**src/common/tnn_macros.svh**
```systemverilog
`ifndef TNN_MACROS_SVH
`define TNN_MACROS_SVH

// **************************************************
// network sizes
// **************************************************

`define FEAT_CNT   8
`define FEAT_BITS  4
`define HIDDEN_CNT 6
`define CLASS_CNT  3

// a neuron sum holds plus or minus FEAT_CNT times the largest feature
`define ACC_BITS   8

// a class score holds plus or minus HIDDEN_CNT
`define SCORE_BITS 4

// **************************************************
// first layer weights
// **************************************************

// bit n*FEAT_CNT+f belongs to hidden neuron n and feature f
// a set mask bit marks a nonzero weight, the sign bit then gives plus one (1) or minus one (0)
// neuron 0 uses all eight features
// neuron 1 uses feature 4 only
// neurons 2 to 5 use four features each
//
//  neuron      5  4  3  2  1  0
`define L1_MASK 48'h96_3c_c3_69_10_ff
`define L1_SIGN 48'h84_14_82_41_10_a6

// **************************************************
// output layer weights
// **************************************************

// bit c*HIDDEN_CNT+h belongs to class c and hidden neuron h
// class 0 sees every hidden bit, classes 1 and 2 see four each
//
//  class        2      1      0
`define L2_MASK 18'b110011_011110_111111
`define L2_SIGN 18'b100010_010100_101011

`endif

```
**src/common/tnn_pkg.sv**
```systemverilog
`include "tnn_macros.svh"

package tnn_pkg;

  // **************************************************
  // first layer sequencer
  // **************************************************

  // idle waits for a start, accumulate walks the sparse index
  typedef enum logic {
    seq_idle,
    seq_accumulate
  } seq_state_t;

  // **************************************************
  // classification results
  // **************************************************

  // a class index is wide enough for CLASS_CNT classes
  typedef logic [1:0] class_t;

  // a class score is the signed sum of up to HIDDEN_CNT terms of plus or minus one
  typedef logic signed [`SCORE_BITS-1:0] score_t;

endpackage

```
**src/first_layer/first_layer.sv**
```systemverilog
`timescale 1ns/100ps
`include "tnn_macros.svh"

module first_layer import tnn_pkg::*; (
  input  logic                             clk,
  input  logic                             rst,
  input  logic                             start,
  input  logic [`FEAT_CNT*`FEAT_BITS-1:0]  features,
  output logic [`HIDDEN_CNT-1:0]           hidden,
  output logic                             hidden_valid,
  output logic                             busy
);

  // the index has to reach FEAT_CNT so that a full neuron halts too
  localparam int idx_bits = $clog2(`FEAT_CNT + 1);
  localparam int sel_bits = $clog2(`FEAT_CNT);
  localparam logic [`HIDDEN_CNT*`FEAT_CNT-1:0] l1_mask = `L1_MASK;
  localparam logic [`HIDDEN_CNT*`FEAT_CNT-1:0] l1_sign = `L1_SIGN;

  seq_state_t                      state;
  logic [idx_bits-1:0]             idx;
  logic [`FEAT_CNT*`FEAT_BITS-1:0] feat_q;
  logic                            accept;
  logic                            last_step;
  logic [`HIDDEN_CNT-1:0]          halt;
  logic signed [`FEAT_BITS:0]      sample [`HIDDEN_CNT];

  // number of nonzero weights in one neuron's mask
  function automatic int nz_count(input logic [`FEAT_CNT-1:0] m);
    int total;
    total = 0;
    for (int f = 0; f < `FEAT_CNT; f++) begin
      if (m[f]) total++;
    end
    return total;
  endfunction

  // feature position of the slot-th nonzero weight
  function automatic int nz_pos(input logic [`FEAT_CNT-1:0] m, input int slot);
    int seen;
    int pos;
    seen = 0;
    pos = 0;
    for (int f = 0; f < `FEAT_CNT; f++) begin
      if (m[f]) begin
        if (seen == slot) pos = f;
        seen++;
      end
    end
    return pos;
  endfunction

  assign accept    = start && (state == seq_idle);
  assign last_step = (state == seq_accumulate) && (idx == idx_bits'(`FEAT_CNT - 1));
  assign busy      = (state == seq_accumulate);

  // **************************************************
  // sequencer
  // **************************************************

  always_ff @(posedge clk or posedge rst) begin
    if (rst) begin
      state        <= seq_idle;
      idx          <= '0;
      hidden_valid <= 1'b0;
    end else begin
      hidden_valid <= last_step;
      if (accept) begin
        state <= seq_accumulate;
        idx   <= '0;
      end else if (state == seq_accumulate) begin
        idx <= idx + 1'b1;
        if (last_step) state <= seq_idle;
      end
    end
  end

  // features are only taken with an accepted start
  always_ff @(posedge clk) begin
    if (accept) feat_q <= features;
  end

  // **************************************************
  // hidden neurons
  // **************************************************

  for (genvar n = 0; n < `HIDDEN_CNT; n++) begin : g_neuron
    localparam logic [`FEAT_CNT-1:0] n_mask = l1_mask[n*`FEAT_CNT +: `FEAT_CNT];
    localparam logic [`FEAT_CNT-1:0] n_sign = l1_sign[n*`FEAT_CNT +: `FEAT_CNT];
    localparam int count = nz_count(n_mask);

    logic signed [`FEAT_BITS:0] terms [`FEAT_CNT];

    // slot s of the compacted list holds the s-th nonzero term of this neuron
    for (genvar s = 0; s < `FEAT_CNT; s++) begin : g_slot
      if (s < count) begin : g_used
        localparam int pos = nz_pos(n_mask, s);
        assign terms[s] = n_sign[pos] ?
                          $signed({1'b0, feat_q[pos*`FEAT_BITS +: `FEAT_BITS]}) :
                          -$signed({1'b0, feat_q[pos*`FEAT_BITS +: `FEAT_BITS]});
      end else begin : g_unused
        assign terms[s] = '0;
      end
    end

    assign sample[n] = terms[idx[sel_bits-1:0]];
    assign halt[n]   = !busy || (idx >= idx_bits'(count));

    neuron_accumulator u_acc (
      .clk      (clk),
      .rst      (rst),
      .clear    (accept),
      .halt     (halt[n]),
      .sample   (sample[n]),
      .sign_bit (hidden[n])
    );
  end

  // a start arriving mid-walk must leave the index running on
  a_busy_start_ignored : assert property (@(posedge clk) disable iff (rst)
    (start && busy && !last_step) |=> (busy && (idx == $past(idx) + 1'b1)));

  a_hidden_valid_single : assert property (@(posedge clk) disable iff (rst)
    hidden_valid |=> !hidden_valid);

endmodule

```
**src/first_layer/neuron_accumulator.sv**
```systemverilog
`timescale 1ns/100ps
`include "tnn_macros.svh"

module neuron_accumulator import tnn_pkg::*; (
  input  logic                       clk,
  input  logic                       rst,
  input  logic                       clear,
  input  logic                       halt,
  input  logic signed [`FEAT_BITS:0] sample,
  output logic                       sign_bit
);

  // largest magnitude the sequencer can build from FEAT_CNT terms
  localparam int sum_limit = `FEAT_CNT * (2 ** `FEAT_BITS - 1);

  logic signed [`ACC_BITS-1:0] sum;
  logic signed [`ACC_BITS-1:0] sample_ext;

  // sign extension of the incoming term
  assign sample_ext = sample;

  // **************************************************
  // running sum
  // **************************************************

  always_ff @(posedge clk or posedge rst) begin
    if (rst) begin
      sum <= '0;
    end else if (clear) begin
      sum <= '0;
    end else if (!halt) begin
      sum <= sum + sample_ext;
    end
  end

  // zero counts as positive, so the hidden bit is set
  assign sign_bit = !sum[`ACC_BITS-1];

  // holds only if the first layer halts this neuron after its last nonzero weight
  a_sum_in_range : assert property (@(posedge clk) disable iff (rst)
    (sum <= sum_limit) && (sum >= -sum_limit));

endmodule

```
**src/source/class_argmax.sv**
```systemverilog
`timescale 1ns/100ps
`include "tnn_macros.svh"

module class_argmax import tnn_pkg::*; (
  input  logic   clk,
  input  logic   rst,
  input  score_t scores [`CLASS_CNT],
  input  logic   scores_valid,
  output class_t class_id,
  output logic   result_valid
);

  class_t best_id;
  score_t best_score;

  // only a strictly greater score replaces the leader, so ties keep the lower index
  always_comb begin
    best_id    = '0;
    best_score = scores[0];
    for (int c = 1; c < `CLASS_CNT; c++) begin
      if (scores[c] > best_score) begin
        best_id    = class_t'(c);
        best_score = scores[c];
      end
    end
  end

  // **************************************************
  // result register
  // **************************************************

  // class_id stays put between results
  always_ff @(posedge clk or posedge rst) begin
    if (rst) begin
      class_id     <= '0;
      result_valid <= 1'b0;
    end else begin
      result_valid <= scores_valid;
      if (scores_valid) class_id <= best_id;
    end
  end

  a_class_in_range : assert property (@(posedge clk) disable iff (rst)
    class_id < `CLASS_CNT);

endmodule

```
**src/source/output_layer.sv**
```systemverilog
`timescale 1ns/100ps
`include "tnn_macros.svh"

module output_layer import tnn_pkg::*; (
  input  logic                   clk,
  input  logic                   rst,
  input  logic [`HIDDEN_CNT-1:0] hidden,
  input  logic                   hidden_valid,
  output score_t                 scores [`CLASS_CNT],
  output logic                   scores_valid
);

  localparam logic [`CLASS_CNT*`HIDDEN_CNT-1:0] l2_mask = `L2_MASK;
  localparam logic [`CLASS_CNT*`HIDDEN_CNT-1:0] l2_sign = `L2_SIGN;
  localparam score_t one = score_t'(1);

  score_t score_d [`CLASS_CNT];

  // **************************************************
  // ternary class sums
  // **************************************************

  // a hidden bit stands for plus one when set and minus one when clear
  // the term is plus one exactly when the bit agrees with the weight sign
  always_comb begin
    for (int c = 0; c < `CLASS_CNT; c++) begin
      score_d[c] = '0;
      for (int h = 0; h < `HIDDEN_CNT; h++) begin
        if (l2_mask[c*`HIDDEN_CNT + h]) begin
          if (hidden[h] == l2_sign[c*`HIDDEN_CNT + h]) begin
            score_d[c] = score_d[c] + one;
          end else begin
            score_d[c] = score_d[c] - one;
          end
        end
      end
    end
  end

  // **************************************************
  // score register
  // **************************************************

  always_ff @(posedge clk) begin
    if (hidden_valid) scores <= score_d;
  end

  always_ff @(posedge clk or posedge rst) begin
    if (rst) begin
      scores_valid <= 1'b0;
    end else begin
      scores_valid <= hidden_valid;
    end
  end

  a_scores_after_hidden : assert property (@(posedge clk) disable iff (rst)
    hidden_valid |=> scores_valid);

  a_no_stray_scores : assert property (@(posedge clk) disable iff (rst)
    scores_valid |-> $past(hidden_valid));

endmodule

```
**src/source/tnn_classifier.sv**
```systemverilog
`timescale 1ns/100ps
`include "tnn_macros.svh"

module tnn_classifier import tnn_pkg::*; (
  input  logic                            clk,
  input  logic                            rst,
  input  logic                            start,
  input  logic [`FEAT_CNT*`FEAT_BITS-1:0] features,
  output class_t                          class_id,
  output logic                            result_valid,
  output logic [`HIDDEN_CNT-1:0]          hidden,
  output logic                            hidden_valid,
  output logic                            busy
);

  score_t scores [`CLASS_CNT];
  logic   scores_valid;

  // sparse first layer, serial over the nonzero weights
  first_layer u_first_layer (
    .clk          (clk),
    .rst          (rst),
    .start        (start),
    .features     (features),
    .hidden       (hidden),
    .hidden_valid (hidden_valid),
    .busy         (busy)
  );

  output_layer u_output_layer (
    .clk          (clk),
    .rst          (rst),
    .hidden       (hidden),
    .hidden_valid (hidden_valid),
    .scores       (scores),
    .scores_valid (scores_valid)
  );

  class_argmax u_class_argmax (
    .clk          (clk),
    .rst          (rst),
    .scores       (scores),
    .scores_valid (scores_valid),
    .class_id     (class_id),
    .result_valid (result_valid)
  );

endmodule

```
**config.mk**
```make
export PLATFORM = sky130hd
export DESIGN_NAME = tnn_classifier
export DESIGN_NICKNAME = d
export VERILOG_FILES = /design/src/common/tnn_pkg.sv /design/src/first_layer/first_layer.sv /design/src/first_layer/neuron_accumulator.sv /design/src/source/class_argmax.sv /design/src/source/output_layer.sv /design/src/source/tnn_classifier.sv
export VERILOG_INCLUDE_DIRS = /design/src /design/src/common
export SDC_FILE = /design/constraint.sdc
export NUM_CORES = 1
export LEC_CHECK = 0
export ABC_CLOCK_PERIOD_IN_PS = 6110
export BUFFER_PORTS_ARGS = -buffer_cell sky130_fd_sc_hd__buf_2
export CELL_PAD_IN_SITES_DETAIL_PLACEMENT = 0
export CELL_PAD_IN_SITES_GLOBAL_PLACEMENT = 2
export CORE_MARGIN = 1.5
export CORE_UTILIZATION = 38
export DETAILED_ROUTE_END_ITERATION = 10
export HOLD_SLACK_MARGIN = 0.06
export PLACE_DENSITY = 0.86
export SLEW_MARGIN = 20
export SYNTH_ARGS = -nofsm -noshare
export SYNTH_HDL_FRONTEND = slang
export SYNTH_SLANG_ARGS = --single-unit
```
**constraint.sdc**
```tcl
create_clock -name clk -period 6.11 [get_ports clk]
set_input_delay 1.222 -clock clk [delete_from_list [all_inputs] [get_ports clk]]
set_output_delay 1.222 -clock clk [all_outputs]
set_load 0.02 [all_outputs]
```
Yosys cells after proc, flatten, opt, wreduce, memory -nomap -nowiden:

Cells that the tools add are included.

* $add $sub $neg: 35
* $lt $le $gt $ge: 6
* equal/unequal tests: 4
* multiplexer cells: 52
* bitwise gates (word level): 2
* reductions and logical operators: 13

Operators by type and width (number)
* $mux 8: 12
* $bmux 5 s3: 6
* $mux 4: 17
* $mux 5: 12
* $add 8x5->8: 6
* $add 4x2->4 const B: 11
* $sub 4x2->4 const B: 11
* $neg 4->5: 6
* $ge 4x4->1 const B: 2
* $gt 4x4->1: 2
* $logic_not 1->1: 7
* $ne 2x1->1 const B: 3
* $add 4x1->4 const B: 1
* $eq 4x3->1 const B: 1
* $ge 4x1->1 const B: 1
* $ge 4x3->1 const B: 1
* $mux 1: 4
* $not 3->4: 1
* $logic_or 1x1->1: 3
* $logic_and 1x1->1: 2
* $mux 2: 1
* $reduce_bool 2->1: 1
* $not 1->1: 1

* register bits after elaboration: 102
* input port bits: 35
* output and inout bits: 11
* word-level logic and storage cells: 128

Longest topological paths before layout:

Gate-level depths: netlist of run 1.

* depth in word-level cells: 11
* mapped depth: 15

Cells and area by module:

From an unflattened synthesis of run 1, not the netlist that was laid out.

* cells, all modules: 749
* area, all modules: 7450.9 um2

Modules (own cells, without submodules)
* neuron_accumulator: times used 6, cells each 71, area each 655.6 um2
* first_layer: times used 1, cells each 217, area each 2399.8 um2
* output_layer: times used 1, cells each 70, area each 775.7 um2
* class_argmax: times used 1, cells each 36, area each 341.6 um2

Least setup slack after synthesis of run 1:

OpenSTA, ideal clock, no wires.

* path kind: reg-to-reg
* from: register u_first_layer.g_neuron[1].u_acc.sum[7]
* to: register u_output_layer.scores[11] in the netlist's numbering, data pin
* data arrival time: 3.012 ns
* setup slack: 2.838 ns
* cell stages (with the launch flop): 13
* path buffers: 0
* cell sequence: dfrtp_1 > inv_1 > fa_1 > inv_1 > ha_1 > fa_1 > inv_1 > fa_1 > inv_1 > fa_1 > xnor2_1 > xnor2_1 > xnor2_1

RTL lines
* start: declaration: RTL line neuron_accumulator.sv:16 `` logic signed [`ACC_BITS-1:0] sum; ``
* start signal: assignment: RTL line neuron_accumulator.sv:32 `sum <= sum + sample_ext;`
* end signal: assignment: RTL line output_layer.sv:45 `if (hidden_valid) scores <= score_d;`
* end: declaration: RTL line output_layer.sv:9 `` output score_t scores [`CLASS_CNT], ``

Worst setup path after layout of run 1:

* from: register u_first_layer.idx[0]
* to: register u_first_layer.g_neuron[0].u_acc.sum[6]

* cells in the longest elaborated chain, start to end: 7
* elaborated cells on any way between the ends: 10
* classes of those cells: add/sub: 1; order compare: 1; eq/ne: 1; mux: 5; bitwise: 1; reduce/logical: 1

Ends and longest elaborated chain
* start: declaration: RTL line first_layer.sv:21 `logic [idx_bits-1:0] idx;`
* start signal: assignment: RTL line first_layer.sv:72 `idx <= idx + 1'b1;`
* $not 3->4 (not written as such): RTL line first_layer.sv:106 `assign sample[n] = terms[idx[sel_bits-1:0]];`
* $bmux 5 s3: RTL line first_layer.sv:106
* $mux 5 (not written as such) (2 in series): RTL line first_layer.sv:106
* $add 8x5->8: RTL line neuron_accumulator.sv:32
* $mux 8: RTL line neuron_accumulator.sv:31 `end else if (!halt) begin`
* $mux 8: RTL line neuron_accumulator.sv:29 `end else if (clear) begin`
* end signal: assignment: RTL line neuron_accumulator.sv:32
* end: declaration: RTL line neuron_accumulator.sv:16

Several ways; a longest one is shown, not always the timed one. The select of a mux whose other input is x is not followed.
A chain may end at the register's enable or synchronous reset.

==> metrics.yaml, run 1 <==
clk_path_buf_depth: 2
path_cells: "inv_1 > mux4_2 > o21ai_0 > ha_1 > inv_1 > fa_1 > nor2b_1 > o21ai_1 > a21boi_0 > o21a_1 > o21ai_0 > a32o_1"
vias: 4797
fillers: 1632
fmax_mhz: 274
grt_pass1_wl_mm: 24.1
initial_core_util_pct: 38.6
synth_edf_count: 41
cts_resized: 0
finClkSkew_ns: 0.00949
place_hpwl_mm: 11.0
startpoint_type: "flip-flop"
rows: 48
drt_first_pass_iters: 5
post-cts-setup-buffers: 0
ir_drop_mv: 0.211
routed_wirelength_mm: 14.8
drive_gt1_share_pct: 13.1
setup_viol: 0
rsz0062_at_grt: "no"
num_io_pins: 46
ant_nets: 0
top_usage_layer: "met2"
port_buffers: 45
grt.total_usage_pct: 17.3
path_delay_family: "compound AO/OA/AOI/OAI gates"
tightest_slew_ns: 1.02
antenna_found_initial: 0
die-area_sq_um: 18300
grtUsageMet2_pct: 28.4
die_y_microns: 135
cts_max_level: 3
yosysWarnings: 0
critPathRequiredTime_ns: 6.36
cp_num_buf_inv: 2
arrival_ns: 3.90
critPathKind: "reg2reg"
hold_viol: 0
seq_area_frac_synth_pct: 40.3
synth_fp_nets: 747
finalCritPeriodShare_pct: 59.7
drc: 0
min_period_ns: 3.65
clock_sinks: 99
power_leakage_nw: 3.28
holdWs_ns: 0.426
multi_input_area_sq_um: 3600
clkSlewWorstSetupHoldPaths_ns: 0.07
root_buffer: "clkbuf_16"
die_w_microns: 135
synthCells: 637
crit_slowest_cell: "dfrtp_1"
use_met1_pct: 22.1
relSlewSlack_pct: 31.6
cts_hold_buf: 0
clk_latency_ns: 0.36
yosys-top-cells-area: "dfrtp_1, edfxtp_1, ha_1, fa_1, o21ai_0"
drt_iter0_drc: 276
grt_pass1_vias: 4663
yosysTopAreaCell: "dfrtp_1"
grt.overflow.total: 0
crit_fanout: 19
status: "finished clean"
nets: 779
area_delta_synth_final_pct: 10.5
via_per_inst: 5.34
antennaDiodeCount: 0
cts_tree: "done"
wl_per_cell_microns: 16.4
async_flop_share_pct: 58.6
tns_ns: 0
drv_cap: 0
synthFlopType: "dfrtp_1"
coreArea_sq_um: 17200
endpoint_kind: "flip-flop"
syn-cell-area_sq_um: 6660
postSynthAreaPerCell_sq_um: 10.5
cp_slowest_stage_delay_ns: 0.85
regArea_sq_um: 2680
hold_path.class: "reg2reg"
ys_seq_elements: 99
yosysTopAreaCellShare_pct: 21.8
power.density_nw_per_um2: 651
gp_congestion: 0.927
slew_violations: 0
post_synth_num_cell_types: 54
grt_max_degree: 59
met3_usage_pct: 2.84
cts_made_buffers: 9
cell type report:
type,count,area share (%)
multi-input cells,449,49.0
flip-flops and latches,99,36.5
repair buffers,52,3.77
inverters,58,2.96
well taps,225,3.83
clock buffers,11,3.16
clock inverters,5,0.833
routing by layer:
metal / vias to the layer above / wire length, microns / share of wire, %
met4: 0 / 511 / 3.5
met1: 2336 / 6630 / 45
li1: 2328 / - / -
met3: 33 / 529 / 3.6
met5: - / 0 / 0
met2: 100 / 7100 / 48
state kept, by name (all words and copies together), names as in the netlist:
name                              cells
u_first_layer.busy                    1
u_output_layer.scores_valid           1
u_first_layer.feat_q                 32
u_class_argmax.result_valid           1
u_first_layer.hidden_valid            1
u_first_layer.idx                     4
u_class_argmax.class_id               2
u_first_layer.g_neuron.u_acc.sum     48
u_output_layer.scores                 9
where the power goes:
| group | leakage [nW] | internal (mW) | switching [mW] | total, mW |
|---|---|---|---|---|
| registers | 1.09 | 0.995 | 0.249 | 1.24 |
| logic | 2.05 | 1.34 | 1.62 | 2.96 |
| clock network | 0.141 | 0.321 | 0.264 | 0.584 |
| total | 3.28 | 2.66 | 2.13 | 4.79 |
cell families (layout without fill, tap and decap cells):
family / Yosys count / count (layout) / synth area share, %
and+or+nand+nor: 144 / 144 / 11.1
adders and majority gates: 75 / 75 / 15.9
AOI/OAI and AO/OA: 160 / 160 / 15.4
buffers and inverters: 89 / 126 / 5.58
muxes: 23 / 23 / 5.58
DFF: 99 / 99 / 40.3
xor gates and xnor gates: 47 / 47 / 6.18
worst paths after layout:
path | from | to | slack, ns | depth (start not counted)
max in group asynchronous | rst | u_first_layer.idx[1] | 4.49 | 3
min | u_output_layer.scores_valid | u_class_argmax.result_valid | 0.43 | 0
max | u_first_layer.idx[0] | u_first_layer.g_neuron[0].u_acc.sum[6] | 2.46 | 12
max reg2reg | u_first_layer.idx[0] | u_first_layer.g_neuron[0].u_acc.sum[6] | 2.46 | 12
min in group asynchronous | rst | u_output_layer.scores_valid | 1.08 | 3
min reg2reg | u_output_layer.scores_valid | u_class_argmax.result_valid | 0.43 | 0
stage by stage:
step	area (sq um)	utilization [%]	worst slack (ns)	power, mW	instances
after floorplan	6660	-	2.84	3.60	637
after global placement	7060	41.0	2.56	4.10	883
after detailed placement	7060	41.0	2.46	4.24	883
after CTS	7360	42.7	2.46	4.85	899
after global routing	7360	42.7	2.17	5.27	899
final	7360	42.7	2.46	4.79	899
cell usage in the layout (no fill, tap or decap), drive strengths merged, types with 2 or more instances in the layout:
cell,count
clkbuf,11
clkinv,2
nor4b,4
a21boi,2
a21oi,27
o21ai,57
a211oi,17
buf,52
a211o,2
nand3,25
or3,6
o21bai,5
o211ai,6
inv,59
mux2,3
mux4,11
ha,59
nor2,24
o21a,10
nor3b,2
o32ai,2
a311oi,2
nor3,11
a32o,2
xnor2,28
nand2,42
o31ai,7
xor2,19
fa,16
a21o,12
dfrtp,58
mux2i,9
a22o,3
and2,14
nor2b,7
edfxtp,41
nand2b,5
cells in the mapped netlist, drive strengths merged, types with 7 or more instances:
library cell and instances:
ha 59, dfrtp 58, inv 57, o21ai 57, nand2 42, edfxtp 41
xnor2 28, a21oi 27, nand3 25, nor2 24, xor2 19, a211oi 17
buf 17, fa 16, and2 14, clkbuf 14, a21o 12, mux4 11
nor3 11, o21a 10, mux2i 9, nor2b 7, o31ai 7
(Power assumes the default switching activity.)
==> run 2: changes to the inputs <==
- ABC_AREA: default -> 1
- ABC_CLOCK_PERIOD_IN_PS: 6110 -> 3700
- CORE_UTILIZATION: 38 -> 37
- PLACE_DENSITY: 0.86 -> 0.9
- clock period: 6.11 -> 3.7 ns (I/O delays scaled with it)
==> run 2 against run 1 <==
Compared with the run above:
- core utilization down 1.2 points
- flip-flop and latch count unchanged
- final cell count increased by 20%
- sequential share of layout area fell by 0.22 points
- fmax rose by 6.6%
- clock-buffer cell count decreased by 1
- die area up 3.3%
- non-clock buffer count rose by 1
- clock skew fell by 0.0018 ns
- cell area increased by 0.61%
- synthesized cell count rose by 27%
- critical endpoint is now u_output_layer.scores[11]
==> metrics.yaml, run 2 <==
status: "finished clean"
largest_register_ffs: 48  # unchanged
hold_viol: 0  # unchanged
critPathLaunch: "u_first_layer.g_neuron[0].u_acc.sum[7]"
cts_tree: "done"
initial_core_util_pct: 37.6  # -1.1 points
die_w_microns: 138  # +1.6%
final_common_cell: "nand2_1"
tightest_slew_ns: 0.777  # -0.240 ns
drt_first_pass_iters: 5  # unchanged
final_cell_mix: "nand2_1, inv_1, o21ai_0"
endpoint_kind: "flip-flop"
root_buffer: "clkbuf_16"
grt.overflow.total: 0  # unchanged
synthCells: 807  # +27%
ys_seq_elements: 99  # unchanged
synthFlopType: "dfrtp_1"
crit_fanout: 5  # -14
clkSlewWorstSetupHoldPaths_ns: 0.07  # about the same
grt_pass1_vias: 5108  # +9.5%
coreArea_sq_um: 17800  # +3.5%
rr_startpoint: "u_first_layer.g_neuron[0].u_acc.sum[7]"
seq_area_frac_synth_pct: 40.0  # -0.26 points
hold_depth: 0  # unchanged
post-cts-setup-buffers: 0  # unchanged
drive_gt1_share_pct: 10.5  # -2.6 points
synth_fp_nets: 917  # +23%
syn-cell-area_sq_um: 6700  # +0.66%
hold_path.class: "reg2reg"
yosysTopAreaCell: "dfrtp_1"
crit_slowest_cell: "fa_1"
die_y_microns: 138  # +1.6%
cts_made_buffers: 9  # unchanged
min_period_ns: 3.42  # -0.226 ns
yosysTopAreaCellShare_pct: 21.7  # -0.14 points
critPathKind: "reg2reg"
critPathRequiredTime_ns: 3.81  # -2.55 ns
path_cells: "inv_1 > fa_1 > inv_1 > ha_1 > fa_1 > inv_1 > fa_1 > inv_1 > fa_1 > xnor2_1 > xnor2_1 > xor2_1"
grt_pass1_wl_mm: 26.0  # +8.0%
synth_most_common_cell: "nand2_1"
fillers: 1858  # +14%
clk_latency_ns: 0.35  # about the same
reg.largest.list: "u_first_layer.g_neuron.u_acc.sum (48), u_first_layer.feat_q (32), u_output_layer.scores (9)"
startpoint_type: "flip-flop"
tns_ns: 0  # unchanged
antennaDiodeCount: 0  # unchanged
cts_resized: 0  # unchanged
cts_max_level: 3  # unchanged
die-area_sq_um: 18900  # +3.3%
largest_register: "u_first_layer.g_neuron.u_acc.sum"
rsz0062_at_grt: "no"
setup_viol: 0  # unchanged
reg2reg_depth: 12  # unchanged
via_per_inst: 4.95  # -7.1%
finalCritPeriodShare_pct: 92.5  # +33 points
synth_edf_count: 41  # unchanged
ant_nets: 0  # unchanged
gp_congestion: 0.835  # -9.9%
cp_slowest_stage_delay_ns: 0.51  # -0.34 ns
grt.total_usage_pct: 18.0  # +0.74 points
slew_violations: 0  # unchanged
wl_per_cell_microns: 14.7  # -10%
drt_iter0_drc: 362  # +31%
antenna_found_initial: 0  # unchanged
drc: 0  # unchanged
fmax_mhz: 292  # +6.6%
yosys-top-cells-area: "dfrtp_1, edfxtp_1, ha_1, nand2_1, inv_1"
nets: 956  # +23%
clk_path_buf_depth: 2  # unchanged
num_io_pins: 46  # unchanged
routed_wirelength_mm: 15.9  # +7.6%
port_buffers: 45  # unchanged
postSynthAreaPerCell_sq_um: 8.31  # -21%
area_delta_synth_final_pct: 10.5  # about the same
grt_max_degree: 45  # -24%
yosysWarnings: 0  # unchanged
rows: 49  # +2.1%
drv_cap: 0  # unchanged
arrival_ns: 3.53  # -0.37 ns
relSlewSlack_pct: 47.7  # +16 points
post_synth_num_cell_types: 41  # -24%
synth_common_cells: "nand2_1, inv_1, o21ai_0"
clock_sinks: 99  # unchanged
hp-start: "u_output_layer.scores_valid"
vias: 5351  # +12%
cts_hold_buf: 0  # unchanged
async_flop_share_pct: 58.6  # unchanged
finClkSkew_ns: 0.00767  # -0.00182 ns
place_hpwl_mm: 12.0  # +8.5%
[run 2: cell types whose count changed after synthesis, sizes merged, moves of 18 or more]
cell	delta
nand3	+30
inv	+52
nand2	+152
nor2	+32
xnor2	-18
a21oi	+22
[run 2: routing by layer]
metal  up-vias  GRT usage (%)  routed length [microns]
met2        86           30.4                     7480
met3        11           2.98                      549
met5         -              0                        0
li1       2758              -                        -
met4         0           3.98                      131
met1      2496           24.2                     7720
[run 2: logic make-up (layout without fill, tap and decap cells)]
kind of cell | Yosys count | in the layout | share of synthesized area [%]
AOI/OAI and AO/OA | 154 | 154 | 13.1
xor gates and xnor gates | 14 | 14 | 1.83
adders and majority gates | 75 | 75 | 15.8
buffers and inverters | 134 | 178 | 8.44
DFF | 99 | 99 | 40.0
and+or+nand+nor | 331 | 331 | 20.8
[run 2: cell type report]
cell class                 instances  area (sq um)  area share [%]
clock buffer                      10           229            3.09
clock inverter                     6          48.8           0.659
inverter                         109           412            5.56
multi-input combinational        574          3460            46.7
sequential                        99          2680            36.2
tap                              229           287            3.87
timing repair buffer              53           285            3.85
[run 2: critical path, delay by kind of cell (launching register included)]
family,cells,cell delay (ns)
buffers and inverters,4,0.27
XOR/XNOR,3,0.41
flip-flops,1,0.43
adder cells (fa/ha/maj),5,2.07
[run 2: final timing paths]
kind / to / slack (ns)
max in group asynchronous: u_first_layer.g_neuron[4].u_acc.sum[7] / 2.47
max reg2reg: u_output_layer.scores[11] / 0.28
min reg2reg: u_class_argmax.result_valid / 0.43
max: u_output_layer.scores[11] / 0.28
min: u_class_argmax.result_valid / 0.43
min in group asynchronous: u_first_layer.g_neuron[5].u_acc.sum[4] / 0.50
[run 2: per-stage QoR]
| stage | cell area [sq um] | cells | util, % | hold slack (ns) | setup WS [ns] |
|---|---|---|---|---|---|
| floorplan | 6700 | 807 | - | 0.384 | 0.415 |
| global placement | 7130 | 1064 | 39.9 | 0.410 | 0.366 |
| detailed placement | 7130 | 1064 | 39.9 | 0.417 | 0.273 |
| CTS | 7400 | 1080 | 41.5 | 0.435 | 0.279 |
| global route | 7400 | 1080 | 41.5 | 0.450 | 0.129 |
| finish | 7400 | 1080 | 41.5 | 0.433 | 0.278 |
Power of run 2 is not shown: default switching activity piles up to over one toggle a cycle in this logic, so the estimate is an artifact.
==> run 3: changes to the inputs <==
- ABC_CLOCK_PERIOD_IN_PS: 3700 -> 2780
- BUFFER_PORTS_ARGS: -buffer_cell sky130_fd_sc_hd__buf_2 -> default
- CORE_UTILIZATION: 37 -> 36
- DONT_BUFFER_PORTS: default -> 1
- PLACE_DENSITY: 0.9 -> 0.87
- clock period: 3.7 -> 2.78 ns (I/O delays scaled with it)
==> run 3 against run 2 <==
Compared with the run above:
- the run now ends with design-rule violations, negative setup slack left
- clock skew is 0.0013 ns higher
- first-iteration DRC count is 29% lower
- setup slack worse by 0.68 ns
- register-to-register slack worse by 0.68 ns
- critical endpoint unchanged
==> metrics.yaml, run 3 (same netlist as run 2, synthesis figures left out) <==
fillers: 1812  # -2.5%
drive_gt1_share_pct: 11.6  # +1.1 points
drt_iter0_drc: 257  # -29%
startpoint_type: "flip-flop"
hold_viol: 0  # unchanged
grt.overflow.total: 0  # unchanged
die_w_microns: 139  # +1.3%
arrival_ns: 3.28  # -0.25 ns
die-area_sq_um: 19400  # +2.7%
port_buffers: 0  # -100%
gp_congestion: 0.879  # +5.2%
cp_slowest_stage_delay_ns: 0.54  # +0.03 ns
rr_startpoint: "u_first_layer.g_neuron[2].u_acc.sum[7]"
finClkSkew_ns: 0.00893  # +0.00126 ns
cts_hold_buf: 0  # unchanged
rows: 49  # unchanged
final_common_cell: "nand2_1"
grt_max_degree: 35  # -22%
final_cell_mix: "nand2_1, inv_1, o21ai_0"
clkSlewWorstSetupHoldPaths_ns: 0.07  # about the same
largest_register_ffs: 48  # unchanged
cts_tree: "done"
critPathCapture: "u_output_layer.scores[11]"
root_buffer: "clkbuf_16"
min_period_ns: 3.18  # -0.240 ns
path_depth: 11  # -1
rsz0062_at_grt: "yes"
postPlaceCellArea_sq_um: 7140  # +0.25%
endpoint_kind: "flip-flop"
regArea_sq_um: 2680  # about the same
setup_viol: 2  # +2
drv_cap: 0  # unchanged
critPathRequiredTime_ns: 2.88  # -0.93 ns
cp_num_buf_inv: 3  # -1
reg.largest.list: "u_first_layer.g_neuron.u_acc.sum (48), u_first_layer.feat_q (32), u_output_layer.scores (9)"
num_io_pins: 46  # unchanged
rrSetupSlack_ns: -0.40  # -0.68 ns
coreArea_sq_um: 18100  # +1.4%
via_per_inst: 4.95  # about the same
drc: 3  # +3
tightest_slew_ns: 0.668  # -0.109 ns
reg2reg_depth: 11  # -1
crit_fanout: 2  # -3
multi_input_area_sq_um: 3540  # +2.2%
clk_path_buf_depth: 2  # unchanged
crit_slowest_cell: "fa_1"
relSlewSlack_pct: 55.4  # +7.7 points
initial_core_util_pct: 37.1  # -0.51 points
clk_latency_ns: 0.35  # about the same
slew_violations: 0  # unchanged
place_hpwl_mm: 12.1  # +1.2%
largest_register: "u_first_layer.g_neuron.u_acc.sum"
cts_max_level: 3  # unchanged
antenna_found_initial: 0  # unchanged
path_cells: "fa_1 > inv_1 > ha_2 > fa_1 > inv_1 > fa_1 > inv_1 > fa_2 > xnor2_2 > xnor2_1 > xor2_1"
clock_sinks: 99  # unchanged
fmax_mhz: 314  # +7.6%
area_delta_synth_final_pct: 12.7
vias: 5282  # -1.3%
die_y_microns: 139  # +1.3%
wl_per_cell_microns: 14.7  # +0.12%
drt_first_pass_iters: 8  # +3
path_delay_family: "adder cells"
grt_pass1_wl_mm: 26.0  # about the same
routed_wirelength_mm: 15.7  # -1.2%
antennaDiodeCount: 0  # unchanged
hold_path.class: "in2async"
violations: "design-rule violations, negative setup slack"
fin_ws_ns: -0.402  # -0.680 ns
grt.total_usage_pct: 17.1  # -0.87 points
nets: 942  # -1.5%
status: "complete, but fails checks"
cts_made_buffers: 9  # unchanged
rr_endpoint: "u_output_layer.scores[11]"
critPathLaunch: "u_first_layer.g_neuron[2].u_acc.sum[7]"
design_area_sq_um: 7560  # +2.1%
finalCritPeriodShare_pct: 114  # +22 points
critPathKind: "reg2reg"
ant_nets: 0  # unchanged
grt_pass1_vias: 4944  # -3.2%
dp_slack_ns: -0.418  # -0.690 ns
[run 3: cell count changes in the layout (fill, tap and decap cells not counted), moves of 7 or more]
cell	previous run	this run
buf_2	45	0
o21ai_0	66	58
o21ai_1	5	12
buf_4	8	38
[run 3: how the worst min path moves through the flow]
stage,startpoint,to
finish,rst,u_class_argmax.result_valid
floorplan,u_output_layer.scores_valid,u_class_argmax.result_valid
global route,rst,u_class_argmax.result_valid
global placement,u_output_layer.scores_valid,u_class_argmax.result_valid
detailed placement,u_output_layer.scores_valid,u_class_argmax.result_valid
CTS,rst,u_class_argmax.result_valid
[run 3: metrics by stage]
stage	TNS [ns]	std cells	utilization, %	hold WS, ns
2_1_floorplan	-0.588	807	-	0.384
3_3_place_gp	-0.558	1048	39.5	0.418
3_5_place_dp	-0.606	1048	39.5	0.416
4_1_cts	-0.606	1065	41.4	0.205
5_1_grt	-0.787	1066	41.8	0.228
6_report	-0.584	1066	41.8	0.179
[run 3: layer usage]
metal	global-route usage, %	up-vias	share of wire (%)
met2	26.5	80	45
met1	24.4	2447	50
met5	0	-	0
li1	-	2741	-
met4	4.82	0	1.5
met3	3.30	14	3.6
[run 3: cell type report]
| type | count | share of cell area [%] |
|---|---|---|
| well taps | 229 | 3.79 |
| multi-input cells | 574 | 46.8 |
| clock inverters | 4 | 0.960 |
| flip-flops and latches | 99 | 35.5 |
| clock buffers | 12 | 3.41 |
| repair buffers | 39 | 4.04 |
| inverters | 109 | 5.48 |
[run 3: timing repair]
item,in CTS,in global routing
setup endpoints to repair,2,14
cloned,0,0
resized for setup,0,28
pin swaps,0,2
endpoints found under the hold margin,0,0
buffers inserted,1,1
Power of run 3 is left out for the same reason.
